[src/design/membus_pkg.sv]
// Bus widths, address map, region code and boot ROM contents rule

package membus_pkg;

    // ----------------------------------------
    // Bus widths
    // ----------------------------------------
    localparam int ADDR_W = 32;
    localparam int DATA_W = 32;
    localparam int SEL_W  = DATA_W / 8;

    // ----------------------------------------
    // Address map
    // ----------------------------------------
    localparam logic [ADDR_W-1:0] ROM_BASE  = 32'h0001_0000;
    localparam int                ROM_WORDS = 256;
    localparam int                ROM_IDX_W = $clog2(ROM_WORDS);
    localparam logic [ADDR_W-1:0] ROM_END   = ROM_BASE + 4 * ROM_WORDS;

    localparam logic [ADDR_W-1:0] RAM_BASE  = 32'h8000_0000;
    localparam int                RAM_WORDS = 1024;
    localparam int                RAM_IDX_W = $clog2(RAM_WORDS);
    localparam logic [ADDR_W-1:0] RAM_END   = RAM_BASE + 4 * RAM_WORDS;

    // Fills the upper half of every ROM word
    localparam logic [15:0] ROM_TAG = 16'hb007;

    typedef enum logic [1:0] {
        REGION_NONE = 2'd0,
        REGION_ROM  = 2'd1,
        REGION_RAM  = 2'd2
    } region_e;

    // Window lookup, byte offset bits do not matter
    function automatic region_e addr_region(input logic [ADDR_W-1:0] adr);
        if (adr >= ROM_BASE && adr < ROM_END) return REGION_ROM;
        if (adr >= RAM_BASE && adr < RAM_END) return REGION_RAM;
        return REGION_NONE;
    endfunction

    // Tag on top, word index below
    function automatic logic [DATA_W-1:0] rom_word(input logic [ROM_IDX_W-1:0] idx);
        return {ROM_TAG, 16'(idx)};
    endfunction

endpackage

[src/design/wb_if.sv]
// Wishbone classic bus interface with master and slave modports

`timescale 1ns/100ps

interface wb_if;

    // Request side, owned by the master
    logic                            cyc;
    logic                            stb;
    logic                            we;
    logic [membus_pkg::ADDR_W-1:0]   adr;
    logic [membus_pkg::DATA_W-1:0]   dat_w;
    logic [membus_pkg::SEL_W-1:0]    sel;

    // Reply side, owned by the slave
    logic [membus_pkg::DATA_W-1:0]   dat_r;
    logic                            ack;
    logic                            err;

    modport master (
        output cyc,
        output stb,
        output we,
        output adr,
        output dat_w,
        output sel,
        input  dat_r,
        input  ack,
        input  err
    );

    modport slave (
        input  cyc,
        input  stb,
        input  we,
        input  adr,
        input  dat_w,
        input  sel,
        output dat_r,
        output ack,
        output err
    );

endinterface

[src/design/wb_addr_decode.sv]
// Address decoder with request steering, unmapped error reply and response combiner

`timescale 1ns/100ps

module wb_addr_decode (
    input  logic                            clk_i,
    input  logic                            rst_n_i,
    input  logic                            cyc_i,
    input  logic                            stb_i,
    input  logic                            we_i,
    input  logic [membus_pkg::ADDR_W-1:0]   adr_i,
    input  logic [membus_pkg::DATA_W-1:0]   dat_i,
    input  logic [membus_pkg::SEL_W-1:0]    sel_i,
    output logic [membus_pkg::DATA_W-1:0]   dat_o,
    output logic                            ack_o,
    output logic                            err_o,
    wb_if.master                            rom_bus,
    wb_if.master                            ram_bus
);

    membus_pkg::region_e region;
    logic                none_err_q;

    assign region = membus_pkg::addr_region(adr_i);

    // ----------------------------------------
    // Request steering
    // ----------------------------------------
    // Payload goes to both slaves, only strobes are steered
    assign rom_bus.we    = we_i;
    assign rom_bus.adr   = adr_i;
    assign rom_bus.dat_w = dat_i;
    assign rom_bus.sel   = sel_i;

    assign ram_bus.we    = we_i;
    assign ram_bus.adr   = adr_i;
    assign ram_bus.dat_w = dat_i;
    assign ram_bus.sel   = sel_i;

    always_comb begin
        rom_bus.cyc = 1'b0;
        rom_bus.stb = 1'b0;
        ram_bus.cyc = 1'b0;
        ram_bus.stb = 1'b0;
        case (region)
            membus_pkg::REGION_ROM: begin
                rom_bus.cyc = cyc_i;
                rom_bus.stb = stb_i;
            end
            membus_pkg::REGION_RAM: begin
                ram_bus.cyc = cyc_i;
                ram_bus.stb = stb_i;
            end
            default: begin
            end
        endcase
    end

    // ----------------------------------------
    // Unmapped error reply
    // ----------------------------------------
    // Same one cycle latency as the slaves
    always_ff @(posedge clk_i or negedge rst_n_i) begin
        if (!rst_n_i) begin
            none_err_q <= 1'b0;
        end else begin
            none_err_q <= cyc_i && stb_i && (region == membus_pkg::REGION_NONE)
                          && !none_err_q;
        end
    end

    // ----------------------------------------
    // Response combiner
    // ----------------------------------------
    assign ack_o = rom_bus.ack | ram_bus.ack;
    assign err_o = rom_bus.err | ram_bus.err | none_err_q;

    // Read data only while the selected slave acks, zero otherwise
    always_comb begin
        dat_o = '0;
        case (region)
            membus_pkg::REGION_ROM: if (rom_bus.ack) dat_o = rom_bus.dat_r;
            membus_pkg::REGION_RAM: if (ram_bus.ack) dat_o = ram_bus.dat_r;
            default: dat_o = '0;
        endcase
    end

    a_reply_excl: assert property (@(posedge clk_i) disable iff (!rst_n_i)
        !(ack_o && err_o))
        else $error("ack and err high together");

    a_one_slave: assert property (@(posedge clk_i) disable iff (!rst_n_i)
        !(rom_bus.stb && ram_bus.stb))
        else $error("both slave buses strobed");

endmodule

[src/flat_wrapper.sv]
// flat-port wrapper written by rule: the top's interface ports become plain ports
module wb_addr_decode_flat 
  (clk_i, rst_n_i, cyc_i, stb_i, we_i, adr_i, dat_i, sel_i, dat_o, ack_o, err_o, rom_bus_cyc, rom_bus_stb, rom_bus_we, rom_bus_adr, rom_bus_dat_w, rom_bus_sel, rom_bus_dat_r, rom_bus_ack, rom_bus_err, ram_bus_cyc, ram_bus_stb, ram_bus_we, ram_bus_adr, ram_bus_dat_w, ram_bus_sel, ram_bus_dat_r, ram_bus_ack, ram_bus_err);
  wb_if rom_bus_i ();
  wb_if ram_bus_i ();
  input  logic clk_i;
  input  logic rst_n_i;
  input  logic cyc_i;
  input  logic stb_i;
  input  logic we_i;
  input  logic [membus_pkg::ADDR_W-1:0] adr_i;
  input  logic [membus_pkg::DATA_W-1:0] dat_i;
  input  logic [membus_pkg::SEL_W-1:0] sel_i;
  output logic [membus_pkg::DATA_W-1:0] dat_o;
  output logic ack_o;
  output logic err_o;
  output wire logic [$bits(rom_bus_i.cyc)-1:0] rom_bus_cyc;
  output wire logic [$bits(rom_bus_i.stb)-1:0] rom_bus_stb;
  output wire logic [$bits(rom_bus_i.we)-1:0] rom_bus_we;
  output wire logic [$bits(rom_bus_i.adr)-1:0] rom_bus_adr;
  output wire logic [$bits(rom_bus_i.dat_w)-1:0] rom_bus_dat_w;
  output wire logic [$bits(rom_bus_i.sel)-1:0] rom_bus_sel;
  input wire logic [$bits(rom_bus_i.dat_r)-1:0] rom_bus_dat_r;
  input wire logic [$bits(rom_bus_i.ack)-1:0] rom_bus_ack;
  input wire logic [$bits(rom_bus_i.err)-1:0] rom_bus_err;
  output wire logic [$bits(ram_bus_i.cyc)-1:0] ram_bus_cyc;
  output wire logic [$bits(ram_bus_i.stb)-1:0] ram_bus_stb;
  output wire logic [$bits(ram_bus_i.we)-1:0] ram_bus_we;
  output wire logic [$bits(ram_bus_i.adr)-1:0] ram_bus_adr;
  output wire logic [$bits(ram_bus_i.dat_w)-1:0] ram_bus_dat_w;
  output wire logic [$bits(ram_bus_i.sel)-1:0] ram_bus_sel;
  input wire logic [$bits(ram_bus_i.dat_r)-1:0] ram_bus_dat_r;
  input wire logic [$bits(ram_bus_i.ack)-1:0] ram_bus_ack;
  input wire logic [$bits(ram_bus_i.err)-1:0] ram_bus_err;
  assign rom_bus_cyc = rom_bus_i.cyc;
  assign rom_bus_stb = rom_bus_i.stb;
  assign rom_bus_we = rom_bus_i.we;
  assign rom_bus_adr = rom_bus_i.adr;
  assign rom_bus_dat_w = rom_bus_i.dat_w;
  assign rom_bus_sel = rom_bus_i.sel;
  assign rom_bus_i.dat_r = rom_bus_dat_r;
  assign rom_bus_i.ack = rom_bus_ack;
  assign rom_bus_i.err = rom_bus_err;
  assign ram_bus_cyc = ram_bus_i.cyc;
  assign ram_bus_stb = ram_bus_i.stb;
  assign ram_bus_we = ram_bus_i.we;
  assign ram_bus_adr = ram_bus_i.adr;
  assign ram_bus_dat_w = ram_bus_i.dat_w;
  assign ram_bus_sel = ram_bus_i.sel;
  assign ram_bus_i.dat_r = ram_bus_dat_r;
  assign ram_bus_i.ack = ram_bus_ack;
  assign ram_bus_i.err = ram_bus_err;
  wb_addr_decode u_core (.clk_i(clk_i), .rst_n_i(rst_n_i), .cyc_i(cyc_i), .stb_i(stb_i), .we_i(we_i), .adr_i(adr_i), .dat_i(dat_i), .sel_i(sel_i), .dat_o(dat_o), .ack_o(ack_o), .err_o(err_o), .rom_bus(rom_bus_i), .ram_bus(ram_bus_i));
endmodule
[config.mk]
export PLATFORM = sky130hd
export DESIGN_NAME = wb_addr_decode_flat
export DESIGN_NICKNAME = d
export VERILOG_FILES = /design/src/design/membus_pkg.sv /design/src/design/wb_if.sv /design/src/design/wb_addr_decode.sv /design/src/flat_wrapper.sv
export SDC_FILE = /design/constraint.sdc
export NUM_CORES = 1
export LEC_CHECK = 0
export BUFFER_PORTS_ARGS = -buffer_cell sky130_fd_sc_hd__buf_2
export CORE_AREA = 4 4 122 124
export DETAILED_ROUTE_END_ITERATION = 8
export DIE_AREA = 0 0 126 128
export PLACE_DENSITY_LB_ADDON = 0.15
export SKIP_CTS_REPAIR_TIMING = 1
export SYNTH_ARGS = -nofsm -noshare
export SYNTH_HDL_FRONTEND = slang
export SYNTH_SLANG_ARGS = --single-unit
[constraint.sdc]
create_clock -name clk_i -period 1.25 [get_ports clk_i]
set_clock_uncertainty 0.2 [all_clocks]
set_input_delay 0.0625 -clock clk_i [delete_from_list [all_inputs] [get_ports clk_i]]
set_output_delay 0.0625 -clock clk_i [all_outputs]
set_load 0.02 [all_outputs]
==> impl_metrics.tcl <==
set metrics [dict create \
    status "finished, violations left" \
    violations "setup timing" \
    setup_tns_ns -9.377 \
    synthMuxAreaShare_pct 0 \
    routed_wl_um 8709 \
    power.density_nw_per_um2 295.7 \
    largest-register "u_core.none_err_q" \
    grt_use_total_pct 8.328 \
    drtIter0Drc 35 \
    n_antenna_cell 0 \
    seq_area_frac_synth_pct 1.289 \
    worst_skew_pair.late_latency_ns 0 \
    hp-class "input pin to asynchronous set/reset pin" \
    largest_register_ffs 1 \
    die_area_um2 16130 \
    vdd_drop_max_mv 0.1936 \
    cp.arrival_ns 1.28 \
    die_w_um 126 \
    rsz0062_at_grt "true" \
    core_um2 13770 \
    synth_seq_cells 1 \
    rr_worst_depth 2 \
    setup_ws_ns -0.2919 \
    synthAdderAreaFrac_pct 0 \
    fp-row-count 43 \
    fin_crit_sh_pct 123.3 \
    crit_type "input pin to output port" \
    synth_top_family_by_area "buffers and inverters" \
    ioPinCount 317 \
    detail_route.wl_per_cell_um 16.13 \
    drc 0 \
    vias 2174 \
    hpwl_um 6506 \
    fillers 1519 \
    crit_fanout 5 \
    syn-num-nets 384 \
    grt_overflow 0 \
    cp.required_ns 0.99 \
    p_leak_nw 1.867 \
    first_pass_iters 4 \
    gp_congestion 0.7114 \
    ys_types 23 \
    grt_pass1_wl_um 10940 \
    synth-simple-area-share_pct 24.31 \
    start_util_pct 14.09 \
    max-cap-violations 0 \
    fmax_mhz 648.6 \
    largestRegisters "u_core.none_err_q: 1 flops" \
    via_per_inst 4.026 \
    max_slew_margin_pct 66.10 \
    setup_violations 37 \
    clkTransAtPathRegs_ns 0 \
    synth-xor-area-share_pct 0 \
    multi_input_area_um2 1197 \
    syn_area_um2 1941 \
    startpoint_type "input pin" \
    final_hold_viol_count 0 \
    ys.warnings.count 0 \
    period_minus_slack_ns 1.542 \
    dieHeight_um 128 \
    avgSynthCellArea_um2 7.986 \
    slew_violations 0 \
    ant_nets 0 \
    seqCellArea_um2 25.02 \
    layout-drive-gt1-share_pct 77.50 \
    grt_max_degree 27 \
    final_nets 503 \
    synth_compound_area_share_pct 15.22 \
    antenna_found_initial 0 \
    worstMarginPinSlew_ns 0.5068 \
    syn_inst 243 \
    p_total_mw 1.049 \
    grt_pass1_vias 1999 \
    syn2layout_area_growth_pct 82.79 \
    critPathCaptureType "output port" \
    place.port_buffers 175 \
]
cell families (layout without fill, tap and decap cells):
group / after synthesis / after routing
compound gates: 34 / 34
flops: 1 / 1
buf+inv: 157 / 273
simple gates: 51 / 52
layer usage:
metal	share of wire, %	global-route usage [%]	vias to the layer above
met5	0	0	-
met2	56	15.68	170
li1	-	-	983
met3	9.2	2.208	2
met4	0.22	3.028	0
met1	35	8.901	1019
critical path, stage by stage:
cell    delay [ns]
buf_6         0.10
buf_12        0.12
or4b_4        0.58
nor4_4        0.23
buf_4         0.18
synthesized netlist by cell type:
| cell | number | share of area, % |
|---|---|---|
| nor3_1 | 3 | 0.77 |
| nor2_1 | 1 | 0.19 |
| nor4_2 | 3 | 1.9 |
| nor3_2 | 30 | 15 |
| nor4b_4 | 1 | 1.2 |
| o211ai_1 | 1 | 0.39 |
| clkbuf_1 | 5 | 0.97 |
| or3_1 | 1 | 0.32 |
| a32oi_1 | 32 | 14 |
| inv_1 | 2 | 0.39 |
| o21a_1 | 1 | 0.39 |
| buf_2 | 6 | 1.5 |
| nor4_1 | 5 | 1.6 |
| nor2b_1 | 1 | 0.32 |
| nand3_2 | 1 | 0.52 |
| dfrtp_1 | 1 | 1.3 |
| buf_4 | 141 | 55 |
| nand2b_1 | 1 | 0.32 |
| or4b_1 | 1 | 0.52 |
| and3b_1 | 1 | 0.45 |
| nand2_2 | 1 | 0.32 |
| buf_6 | 3 | 1.7 |
| or2_2 | 1 | 0.32 |
path summary, 6_finish.rpt:
| path | end | slack, ns | startpoint |
|---|---|---|---|
| max | rom_bus_cyc | -0.29 | adr_i[31] |
| min | u_core.none_err_q$_DFF_PN0_ | 0.18 | rst_n_i |
| max reg2reg | u_core.none_err_q$_DFF_PN0_ | 0.35 | u_core.none_err_q$_DFF_PN0_ |
| min reg2reg | u_core.none_err_q$_DFF_PN0_ | 0.32 | u_core.none_err_q$_DFF_PN0_ |
| max in group asynchronous | u_core.none_err_q$_DFF_PN0_ | 0.58 | rst_n_i |
| min in group clk_i | ram_bus_adr[17] | 0.18 | adr_i[17] |
power by group:
| group | internal, mW | total (mW) | switching (mW) |
|---|---|---|---|
| combinational | 0.401 | 1.01 | 0.612 |
| clock | 0 | 0 | 0 |
| sequential | 0.0347 | 0.0355 | 0.000799 |
| total | 0.436 | 1.05 | 0.613 |
through the flow:
step / hold WS, ns / worst slack, ns / instances / instance area, um^2 / utilization, %
2_1_floorplan: -0.4331 / -0.07908 / 243 / 2312 / -
4_1_cts: -0.3588 / -0.3976 / 481 / 2589 / 18.80
5_1_grt: 0.1977 / -0.3599 / 540 / 3547 / 25.75
6_report: 0.1783 / -0.2919 / 540 / 3547 / 25.75
3_5_place_dp: -0.3588 / -0.3963 / 481 / 2589 / 18.80
3_3_place_gp: -0.3614 / -0.3934 / 481 / 2589 / 18.80
area by class of cell:
class | count | area share, %
Timing Repair Buffer | 271 | 58.98
Sequential cell | 1 | 0.7055
Inverter | 2 | 0.2116
Multi-Input combinational cell | 86 | 33.76
Tap cell | 180 | 6.349
placed cells by master (no fill, tap or decap), drive strengths merged:
cell type	Yosys	final
or4b	1	1
inv	2	2
and3b	1	1
buf	150	221
dlygate4sd3	0	48
a32oi	32	32
nand3	1	1
nor2	1	1
or2	1	1
dfrtp	1	1
nor2b	1	1
nor4	8	8
nand2	1	2
nor3	33	33
o21a	1	1
nor4b	1	1
or3	1	1
nand2b	1	1
clkbuf	5	2
o211ai	1	1
No activity file was read; power rests on OpenSTA's default activity.
