--- src/design/membus_pkg.sv ---
// Bus widths, address map, region code and boot ROM contents rule

package membus_pkg;

    // ----------------------------------------
    // Bus widths
    // ----------------------------------------
    localparam int ADDR_W = 32;
    localparam int DATA_W = 32;
    localparam int SEL_W  = DATA_W / 8;

    // ----------------------------------------
    // Address map
    // ----------------------------------------
    localparam logic [ADDR_W-1:0] ROM_BASE  = 32'h0001_0000;
    localparam int                ROM_WORDS = 256;
    localparam int                ROM_IDX_W = $clog2(ROM_WORDS);
    localparam logic [ADDR_W-1:0] ROM_END   = ROM_BASE + 4 * ROM_WORDS;

    localparam logic [ADDR_W-1:0] RAM_BASE  = 32'h8000_0000;
    localparam int                RAM_WORDS = 1024;
    localparam int                RAM_IDX_W = $clog2(RAM_WORDS);
    localparam logic [ADDR_W-1:0] RAM_END   = RAM_BASE + 4 * RAM_WORDS;

    // Fills the upper half of every ROM word
    localparam logic [15:0] ROM_TAG = 16'hb007;

    typedef enum logic [1:0] {
        REGION_NONE = 2'd0,
        REGION_ROM  = 2'd1,
        REGION_RAM  = 2'd2
    } region_e;

    // Window lookup, byte offset bits do not matter
    function automatic region_e addr_region(input logic [ADDR_W-1:0] adr);
        if (adr >= ROM_BASE && adr < ROM_END) return REGION_ROM;
        if (adr >= RAM_BASE && adr < RAM_END) return REGION_RAM;
        return REGION_NONE;
    endfunction

    // Tag on top, word index below
    function automatic logic [DATA_W-1:0] rom_word(input logic [ROM_IDX_W-1:0] idx);
        return {ROM_TAG, 16'(idx)};
    endfunction

endpackage

--- src/design/wb_if.sv ---
// Wishbone classic bus interface with master and slave modports

`timescale 1ns/100ps

interface wb_if;

    // Request side, owned by the master
    logic                            cyc;
    logic                            stb;
    logic                            we;
    logic [membus_pkg::ADDR_W-1:0]   adr;
    logic [membus_pkg::DATA_W-1:0]   dat_w;
    logic [membus_pkg::SEL_W-1:0]    sel;

    // Reply side, owned by the slave
    logic [membus_pkg::DATA_W-1:0]   dat_r;
    logic                            ack;
    logic                            err;

    modport master (
        output cyc,
        output stb,
        output we,
        output adr,
        output dat_w,
        output sel,
        input  dat_r,
        input  ack,
        input  err
    );

    modport slave (
        input  cyc,
        input  stb,
        input  we,
        input  adr,
        input  dat_w,
        input  sel,
        output dat_r,
        output ack,
        output err
    );

endinterface

--- src/design/wb_bootrom.sv ---
// Boot ROM slave with registered read reply and write rejection

`timescale 1ns/100ps

module wb_bootrom (
    input  logic  clk_i,
    input  logic  rst_n_i,
    wb_if.slave   bus
);

    logic                                 ack_q;
    logic                                 err_q;
    logic [membus_pkg::DATA_W-1:0]        rd_q;
    logic [membus_pkg::ROM_IDX_W-1:0]     idx;
    logic                                 req;

    // Word index within the window
    assign idx = bus.adr[2 +: membus_pkg::ROM_IDX_W];

    // No new request while a reply is out
    assign req = bus.cyc && bus.stb && !ack_q && !err_q;

    // ----------------------------------------
    // Reply handshake
    // ----------------------------------------
    always_ff @(posedge clk_i or negedge rst_n_i) begin
        if (!rst_n_i) begin
            ack_q <= 1'b0;
            err_q <= 1'b0;
        end else begin
            ack_q <= req && !bus.we;
            // Writes are refused
            err_q <= req && bus.we;
        end
    end

    // Contents come from the package rule
    always_ff @(posedge clk_i) begin
        if (req && !bus.we) begin
            rd_q <= membus_pkg::rom_word(idx);
        end
    end

    assign bus.ack   = ack_q;
    assign bus.err   = err_q;
    assign bus.dat_r = rd_q;

    // ----------------------------------------
    // Checks
    // ----------------------------------------
    a_rom_excl: assert property (@(posedge clk_i) disable iff (!rst_n_i)
        !(bus.ack && bus.err))
        else $error("ROM ack and err together");

    a_rom_cause: assert property (@(posedge clk_i) disable iff (!rst_n_i)
        $rose(bus.ack || bus.err) |-> $past(bus.cyc && bus.stb))
        else $error("ROM reply without a strobe");

    // Decoder must only strobe inside the ROM window
    a_rom_window: assert property (@(posedge clk_i) disable iff (!rst_n_i)
        (bus.cyc && bus.stb) |-> membus_pkg::addr_region(bus.adr) == membus_pkg::REGION_ROM)
        else $error("ROM strobed outside its window");

endmodule

--- src/flat_wrapper.sv ---
// flat-port wrapper written by rule: the top's interface ports become plain ports
module wb_bootrom_flat 
  (clk_i, rst_n_i, bus_cyc, bus_stb, bus_we, bus_adr, bus_dat_w, bus_sel, bus_dat_r, bus_ack, bus_err);
  wb_if bus_i ();
  input  logic clk_i;
  input  logic rst_n_i;
  input wire logic [$bits(bus_i.cyc)-1:0] bus_cyc;
  input wire logic [$bits(bus_i.stb)-1:0] bus_stb;
  input wire logic [$bits(bus_i.we)-1:0] bus_we;
  input wire logic [$bits(bus_i.adr)-1:0] bus_adr;
  input wire logic [$bits(bus_i.dat_w)-1:0] bus_dat_w;
  input wire logic [$bits(bus_i.sel)-1:0] bus_sel;
  output wire logic [$bits(bus_i.dat_r)-1:0] bus_dat_r;
  output wire logic [$bits(bus_i.ack)-1:0] bus_ack;
  output wire logic [$bits(bus_i.err)-1:0] bus_err;
  assign bus_i.cyc = bus_cyc;
  assign bus_i.stb = bus_stb;
  assign bus_i.we = bus_we;
  assign bus_i.adr = bus_adr;
  assign bus_i.dat_w = bus_dat_w;
  assign bus_i.sel = bus_sel;
  assign bus_dat_r = bus_i.dat_r;
  assign bus_ack = bus_i.ack;
  assign bus_err = bus_i.err;
  wb_bootrom u_core (.clk_i(clk_i), .rst_n_i(rst_n_i), .bus(bus_i));
endmodule
--- config.mk ---
export PLATFORM = sky130hd
export DESIGN_NAME = wb_bootrom_flat
export DESIGN_NICKNAME = d
export VERILOG_FILES = /design/src/design/membus_pkg.sv /design/src/design/wb_if.sv /design/src/design/wb_bootrom.sv /design/src/flat_wrapper.sv
export SDC_FILE = /design/constraint.sdc
export NUM_CORES = 1
export LEC_CHECK = 0
export CAP_MARGIN = 20
export CORE_AREA = 2 2 42 44
export CTS_BUF_LIST = sky130_fd_sc_hd__clkbuf_16
export CTS_CLUSTER_DIAMETER = 40
export CTS_CLUSTER_SIZE = 16
export DETAILED_ROUTE_END_ITERATION = 10
export DIE_AREA = 0 0 44 46
export DONT_BUFFER_PORTS = 1
export PLACE_DENSITY = 0.55
export SLEW_MARGIN = 40
export SYNTH_ARGS = -nofsm -noshare
export SYNTH_HDL_FRONTEND = slang
export SYNTH_SLANG_ARGS = --single-unit
--- constraint.sdc ---
create_clock -name clk_i -period 3.7 [get_ports clk_i]
set_clock_uncertainty 0.15 [all_clocks]
set_input_delay 0.37 -clock clk_i [delete_from_list [all_inputs] [get_ports clk_i]]
set_output_delay 0.37 -clock clk_i [all_outputs]
set_load 0.01 [all_outputs]
==> metrics.cfg, run 1 <==
[layout]
syn2layout_area_growth_pct = 4.18
antenna_cells = 0
fill_cells = 161
drive_above_1_share_pct = 11.9
fin_nets = 116
fin_util_pct = 32.9

[worst_setup_path]
slowest_stage = nor4_4
slowest_delay_ns = 0.59
crit_required_ns = 3.41
cp.arrival_ns = 1.28
reg2reg_slack_ns = 2.13
critPathMaxFanout = 9
path_cells = nor4_4
end_kind = register
crit_buf_inv = 0
cp-start-kind = register
cp_top_family = simple AND/OR/NAND/NOR gates
path_class = register to register

[logic_synthesis]
ys_warn_count = 0
synth.ff_latch_count = 10
yosysMostFrequentCell = buf_4
synthDistinctLibCells = 7
ys_seq_area_share_pct = 57.0
ys_top_cells_by_count = 24 x buf_4, 8 x edfxtp_1, 2 x conb_1, 2 x dfrtp_1
syn_area_um2 = 509
synthCells = 39
syn_area_per_cell_um2 = 13.1
synthTopCellsByArea = edfxtp_1 47%, buf_4 35%, dfrtp_1 9.8%, nor4b_2 2.9%, nor4_2 2.5%
synthFlopType = edfxtp_1
synth_top_area_share_pct = 47.2
ys_async_sr_fraction_pct = 20.0
synth_enable_flop_cells = 8
yosysTopAreaCell = edfxtp_1

[min_path]
hp-class = input pin to register

[route]
viasPerCell = 3.46
ant_nets = 0
post_drt_wl_per_cell_um = 10.6
vias = 204
drc = 0
firstDrtPassIters = 1
drt-total-wl_um = 624
drtIter0Drc = 0

[cts]
cts.sinks = 10
cts_tree = yes
root_buffer = clkbuf_16
clk_pin_slew_ns = 0.04
clockBufferDepth = 2
cts_max_level = 1
post-cts-setup-buffers = 0
insertion_delay_ns = 0.23
cts_buffers = 3

[timing]
slew_headroom_pct = 60.5
min_period_ns = 1.57
setup_violations = 0
rsz0062_at_grt = false
fmax_mhz = 637
period_share_pct = 42.5
slew_violations = 0
final.setup.tns_ns = 0
worst_slew_pin_slew_ns = 0.589
finalHoldViolCount = 0

[job]
cap_violations = 0

[floorplan]
start_util_pct = 31.6
io_pins = 107
die_area_mm2 = 0.00202
rows = 15
die_w_um = 44
die_y_um = 46
core_mm2 = 0.00161

[global_route]
grt_pass1_vias = 147
grt-ovfl-total = 0
antenna_found_initial = 0
grt_start_max_net_pins = 10
grt_usage_pct = 5.50
grt_first_pass_wirelength_um = 710

[power_and_ir_drop]
leakage_uw = 0.000228
p_per_area_mw_per_mm2 = 621
ir_drop_uv = 166

[place]
gp_congestion = 0.646
place.detailed.hpwl_um = 498
numPortBuffers = 0

[outcome]
status = completed

[cell families (layout without fill, tap and decap cells)]
group | count (synthesis) | after routing | share of synthesized area, %
buffers and inverters | 24 | 5 | 35.4
DFF | 10 | 10 | 57.0
other | 2 | 24 | 1.47
and+or+nand+nor | 3 | 3 | 6.14
[cells in the final DEF, fill, tap and decap left out]
| master | n |
|---|---|
| dfrtp_1 | 2 |
| nand2_1 | 1 |
| nor4b_2 | 1 |
| nor4_4 | 1 |
| edfxtp_1 | 8 |
| clkinv_1 | 1 |
| clkbuf_16 | 3 |
| dlygate4sd3_1 | 1 |
| conb_1 | 24 |
[area by class of cell]
type	instances	area, µm²	share of cell area [%]
clock buffer	3	75.1	14.2
tap	17	21.3	4.01
clock inverter	1	3.75	0.708
multi-input combinational	27	130	24.5
timing repair buffer	1	10.0	1.89
sequential	10	290	54.7
[through the flow]
step | hold WS [ns] | setup slack, ns | total power (µW) | std cells | area, µm²
after floorplan | -0.0756 | 2.09 | 163 | 61 | 592
after global placement | -0.0755 | 1.90 | 145 | 54 | 433
after detailed placement | -0.0755 | 2.13 | 146 | 54 | 442
after CTS | 0.0811 | 2.12 | 334 | 59 | 531
after global routing | 0.0781 | 2.06 | 341 | 59 | 531
final | 0.0843 | 2.13 | 330 | 59 | 531
[routing by layer]
metal  track usage, %  vias to the layer above  part of all wire [%]
met1             6.37                       93                    38
met3             5.16                        0                    19
met5                0                        -                     0
met2             5.29                       26                    43
li1                 -                       85                     -
met4             5.45                        0                     0
[registers in the layout, summed over array words and instances (netlist names)]
| register | cells |
|---|---|
| u_core.bus.ack | 1 |
| u_core.bus.dat_r | 8 |
| u_core.bus.err | 1 |
[power breakdown]
group	switching [µW]	internal, µW
logic	13.6	2.04
registers	3.94	126
clock network	42.8	141
[path summary, 6_finish.rpt]
kind	start	to	cells past startpoint
setup / recovery	u_core.bus.err	u_core.bus.dat_r[2]	1
hold / removal	bus_adr[9]	u_core.bus.dat_r[7]	0
setup reg to reg	u_core.bus.err	u_core.bus.dat_r[2]	1
hold reg to reg	u_core.bus.err	u_core.bus.err	1
max in group asynchronous	rst_n_i	u_core.bus.ack	1
min in group asynchronous	rst_n_i	u_core.bus.err	1
[repair_timing]
action,CTS,global route
resized for setup,0,0
hold endpoints to repair,2,0
hold buffers,1,0
(Power assumes the default switching activity.)
==> inputs of run 2 (changes only) <==
==> constraint.sdc (replaced) <==
create_clock -name clk_i -period 1.52 [get_ports clk_i]
set_clock_uncertainty 0.15 [all_clocks]
set_input_delay 0.152 -clock clk_i [delete_from_list [all_inputs] [get_ports clk_i]]
set_output_delay 0.152 -clock clk_i [all_outputs]
set_load 0.01 [all_outputs]
==> metrics.cfg, run 2 (synthesized netlist as in run 1, its figures left out) <==
[layout]
antenna_cells = 0  ; unchanged
syn2layout_area_growth_pct = 25.3
final_common_cell = conb_1
drive_above_1_share_pct = 11.3  ; -0.58 points
ff_latch_area_um2 = 290  ; unchanged
fin_nets = 127  ; +9.5%
largest_register_ffs = 8  ; unchanged
layout_common_cells = 24 x conb_1, 11 x dlygate4sd3_1, 8 x edfxtp_1
multi_input_area_um2 = 130  ; unchanged
fill_cells = 154  ; -4.3%

[floorplan]
rows = 15  ; unchanged
die_w_um = 44  ; unchanged
die_area_mm2 = 0.00202  ; unchanged
start_util_pct = 31.6  ; unchanged
die_y_um = 46  ; unchanged
core_mm2 = 0.00161  ; unchanged
io_pins = 107  ; unchanged

[global_route]
grt-ovfl-total = 0  ; unchanged
grt_first_pass_wirelength_um = 1000  ; +41%
top_usage_layer = met2
met3_usage_pct = 2.78  ; -2.4 points
grt_pass1_vias = 210  ; +43%
antenna_found_initial = 0  ; unchanged
use_met2_pct = 13.2  ; +7.9 points
grt_start_max_net_pins = 10  ; unchanged
grtUsageMet1_pct = 7.79  ; +1.4 points
grt_usage_pct = 7.48  ; +2.0 points

[power_and_ir_drop]
ir_drop_uv = 646  ; +290%
total_power_uw = 825  ; +150%
leakage_uw = 0.000275  ; +21%
p_per_area_mw_per_mm2 = 1290  ; +110%

[place]
gp_congestion = 0.543  ; -16%
place.detailed.hpwl_um = 495  ; -0.58%
numPortBuffers = 0  ; unchanged

[timing]
period_share_pct = 89.4  ; +47 points
setup_violations = 0  ; unchanged
fmax_mhz = 736  ; +16%
min_period_ns = 1.36  ; -0.212 ns
finalHoldViolCount = 0  ; unchanged
rsz0062_at_grt = false
slew_violations = 0  ; unchanged
final.setup.tns_ns = 0  ; unchanged

[worst_setup_path]
timing.rr.end = u_core.bus.dat_r[0]
reg2reg_slack_ns = 0.16  ; -1.97 ns
path_class = register to register
cp-start-kind = register
reg2reg_depth = 2  ; +1
end_kind = register
critPathCapture = u_core.bus.dat_r[0]
cp.arrival_ns = 1.14  ; -0.14 ns
r2r_start = u_core.bus.err
critPathMaxFanout = 9  ; unchanged
crit_required_ns = 1.30  ; -2.11 ns
setup.worst_path.start = u_core.bus.err

[job]
cap_violations = 0  ; unchanged

[route]
viasPerCell = 3.39  ; -2.1%
drc = 0  ; unchanged
ant_nets = 0  ; unchanged
vias = 237  ; +16%
drtIter0Drc = 1  ; +1
post_drt_wl_per_cell_um = 10.3  ; -2.7%
firstDrtPassIters = 2  ; +1
drt-total-wl_um = 720  ; +15%

[cts]
cts_tree = yes
cts.sinks = 10  ; unchanged
clockBufferDepth = 2  ; unchanged
cts_max_level = 1  ; unchanged
post-cts-setup-buffers = 0  ; unchanged
clk_pin_slew_ns = 0.04  ; about the same
insertion_delay_ns = 0.23  ; about the same
cts_buffers = 3  ; unchanged
root_buffer = clkbuf_16

[min_path]
min_delay_path_depth = 2  ; +2
hp-class = input pin to register

[outcome]
status = completed

==> run 2: cell types whose count changed in the layout (fill, tap and decap cells not counted) <==
| cell | before | now |
|---|---|---|
| buf_4 | 0 | 1 |
| dlygate4sd3_1 | 1 | 11 |
==> run 2: cell type report <==
type,count,area share (%)
timing repair buffer,12,18.4
multi-input combinational,27,20.4
clock inverter,1,0.588
clock buffer,3,11.8
sequential,10,45.5
tap,17,3.33
==> run 2: power breakdown <==
part | internal [µW] | switching, µW
clock network | 343 | 105
logic | 23.2 | 36.8
registers | 307 | 9.33
==> run 2: repair_timing <==
action | 4_1_cts | 5_1_grt
hold endpoints to repair | 11 | 0
gates resized for setup | 0 | 0
hold buffers | 11 | 0
==> run 2: how the worst min path moves through the flow <==
stage                        from        endpoint  slack [ns]
after global placement    rst_n_i  u_core.bus.err       -0.29
after detailed placement  rst_n_i  u_core.bus.err       -0.29
after floorplan           rst_n_i  u_core.bus.ack       -0.29
after CTS                 bus_cyc  u_core.bus.err       0.002
final                     bus_cyc  u_core.bus.err       0.003
after global routing       bus_we  u_core.bus.ack        0.01
==> run 2: per-stage QoR <==
stage / instance area, µm² / std cells / utilization [%] / setup WS (ns) / hold WS (ns)
after floorplan: 601 / 61 / - / 0.0813 / -0.294
after global placement: 449 / 55 / 27.8 / 0.161 / -0.294
after detailed placement: 449 / 55 / 27.8 / 0.153 / -0.294
after CTS: 638 / 70 / 39.5 / 0.145 / 0.00231
after global routing: 638 / 70 / 39.5 / 0.0977 / 0.0108
final: 638 / 70 / 39.5 / 0.161 / 0.00275
==> run 2: routing by layer <==
layer | wire [µm] | part of all wire, %
met5 | 0 | 0
met4 | 0 | 0
met3 | 95 | 13
met2 | 401 | 56
met1 | 223 | 31
==> run 2: critical path: stages, from the launching register on <==
cell and delay (ns):
dfrtp_1 0.45, nor4_4 0.26, buf_4 0.20
==> inputs of run 3 (changes only) <==
--- a/config.mk
+++ b/config.mk
@@ -5,7 +5,7 @@
 export SDC_FILE = /design/constraint.sdc
 export NUM_CORES = 1
 export LEC_CHECK = 0
-export CAP_MARGIN = 20
+export ABC_AREA = 1
 export CORE_AREA = 2 2 42 44
 export CTS_BUF_LIST = sky130_fd_sc_hd__clkbuf_16
 export CTS_CLUSTER_DIAMETER = 40
==> metrics.cfg, run 3 <==
[place]
numPortBuffers = 0  ; unchanged
place.detailed.hpwl_um = 511  ; +3.1%
placedInstanceArea_um2 = 435  ; -3.1%
gp_congestion = 0.628  ; +16%
pre_cts_ws_ns = 0.199  ; +0.0459 ns
dp.cells = 59  ; +7.3%

[worst_setup_path]
cp-start-kind = register
crit_required_ns = 1.31  ; about the same
critPathMaxFanout = 9  ; unchanged
path_class = register to register
cp.arrival_ns = 1.10  ; -0.04 ns
end_kind = register

[floorplan]
die_w_um = 44  ; unchanged
die_y_um = 46  ; unchanged
start_util_pct = 31.2  ; -0.31 points
rows = 15  ; unchanged
core_mm2 = 0.00161  ; unchanged
die_area_mm2 = 0.00202  ; unchanged
io_pins = 107  ; unchanged

[route]
firstDrtPassIters = 2  ; unchanged
drt-total-wl_um = 708  ; -1.7%
viasPerCell = 3.40  ; +0.34%
vias = 248  ; +4.6%
drc = 0  ; unchanged
ant_nets = 0  ; unchanged
post_drt_wl_per_cell_um = 9.70  ; -5.7%
drtIter0Drc = 9  ; +8

[timing]
finalHoldViolCount = 1  ; +1
final.setup.tns_ns = 0  ; unchanged
fmax_mhz = 763  ; +3.7%
slew_violations = 0  ; unchanged
period_share_pct = 86.2  ; -3.2 points
fin_ws_ns = 0.209  ; +0.0488 ns
min_period_ns = 1.31  ; -0.0488 ns
setup_violations = 0  ; unchanged
rsz0062_at_grt = false
hold_slack_ns = -0.0152  ; -0.0179 ns

[logic_synthesis]
yosysTopAreaCell = edfxtp_1
synthCells = 43  ; +10%
synth.ff_latch_count = 10  ; unchanged
synth_enable_flop_cells = 8  ; unchanged
ys_warn_count = 0  ; unchanged
synthDistinctLibCells = 7  ; unchanged
ys_async_sr_fraction_pct = 20.0  ; unchanged
ys_top_cells_by_count = 24 x buf_4, 8 x edfxtp_1, 3 x nor2_1
yosysMostFrequentCell = buf_4
syn_area_um2 = 504  ; -0.98%
ys_seq_area_share_pct = 57.6  ; +0.57 points
synth_top_area_share_pct = 47.6  ; +0.47 points
synthTopCellsByArea = edfxtp_1 48%, buf_4 36%, dfrtp_1 9.9%, nor2_1 2.2%, conb_1 1.5%
synthFlopType = edfxtp_1
syn_area_per_cell_um2 = 11.7  ; -10%

[cts]
cts_buffers = 3  ; unchanged
insertion_delay_ns = 0.23  ; about the same
cts_max_level = 1  ; unchanged
root_buffer = clkbuf_16
cts.sinks = 10  ; unchanged
post_cts_resized = 0  ; unchanged
clockBufferDepth = 2  ; unchanged
cts_tree = yes
clk_pin_slew_ns = 0.04  ; about the same

[global_route]
antenna_found_initial = 0  ; unchanged
grt_start_max_net_pins = 10  ; unchanged
grtUsageMet1_pct = 6.86  ; -0.92 points
grt_first_pass_wirelength_um = 966  ; -3.4%
grt_pass1_vias = 216  ; +2.9%
grt-ovfl-total = 0  ; unchanged
met3_usage_pct = 5.56  ; +2.8 points
top_usage_layer = met2
use_met2_pct = 9.71  ; -3.5 points
grt_usage_pct = 7.25  ; -0.23 points

[layout]
antenna_cells = 0  ; unchanged
syn2layout_area_growth_pct = 21.8
largest_register_ffs = 8  ; unchanged
fin_nets = 130  ; +2.4%
layout_common_cells = 24 x conb_1, 10 x dlygate4sd3_1, 8 x edfxtp_1
final_area_um2 = 614  ; -3.7%
instances_no_fill = 73  ; +4.3%
final_common_cell = conb_1
drive_above_1_share_pct = 7.14  ; -4.2 points

[outcome]
violations = hold timing
status = finished, violations left

[power_and_ir_drop]
ir_drop_uv = 394  ; -39%
leakage_uw = 0.000286  ; +3.7%
p_per_area_mw_per_mm2 = 1340  ; +3.9%

[job]
cap_violations = 0  ; unchanged

[min_path]
hp-class = input pin to register

-- run 3: path summary, 6_finish.rpt --
| kind | slack [ns] | to | startpoint | depth (start not counted) |
|---|---|---|---|---|
| max in group asynchronous | 1.09 | u_core.bus.ack | rst_n_i | 1 |
| min in group asynchronous | 0 | u_core.bus.err | rst_n_i | 1 |
| setup / recovery | 0.21 | u_core.bus.dat_r[0] | u_core.bus.err | 4 |
| hold reg to reg | 0.46 | u_core.bus.err | u_core.bus.ack | 3 |
| setup reg to reg | 0.21 | u_core.bus.dat_r[0] | u_core.bus.err | 4 |
| hold / removal | -0.02 | u_core.bus.err | bus_stb | 4 |
-- run 3: layout make-up --
class | instances | area [µm²]
Inverter | 2 | 7.51
Fill cell | 158 | 1000
Clock buffer | 3 | 75.1
Sequential cell | 10 | 290
Multi-Input combinational cell | 29 | 109
Tap cell | 17 | 21.3
Clock inverter | 1 | 3.75
Timing Repair Buffer | 11 | 108
-- run 3: power breakdown --
part | internal [µW] | switching [µW]
logic | 20.3 | 36.8
registers | 308 | 7.30
clock network | 343 | 110
-- run 3: logic make-up (layout without fill, tap and decap cells) --
family,after synthesis,count (layout),synth area share (%)
other,2,24,1.49
AND/OR/NAND/NOR,5,5,3.72
buffers and inverters,26,17,37.2
flip-flops,10,10,57.6
-- run 3: repair_timing --
item                                   4_1_cts  5_1_grt
hold buffers                                11        0
setup endpoints to repair                    0        1
setup buffers                                0        0
endpoints found under the hold margin       11        0
-- run 3: critical path, cell delays in order (launching register included) --
cell and delay (ns):
dfrtp_1 0.42, nor2_1 0.12, nand2_1 0.07, nor2_1 0.09, buf_4 0.17
-- run 3: layer usage --
layer	wire, µm	up-vias
met5	0	-
met4	0	0
met3	143	0
met2	338	30
met1	226	107
li1	-	111
-- run 3: metrics by stage --
stage	total power [µW]	util, %
6_report	825	38.1
5_1_grt	857	38.1
4_1_cts	834	38.7
3_5_place_dp	354	27.0
3_3_place_gp	354	27.0
2_1_floorplan	396	-
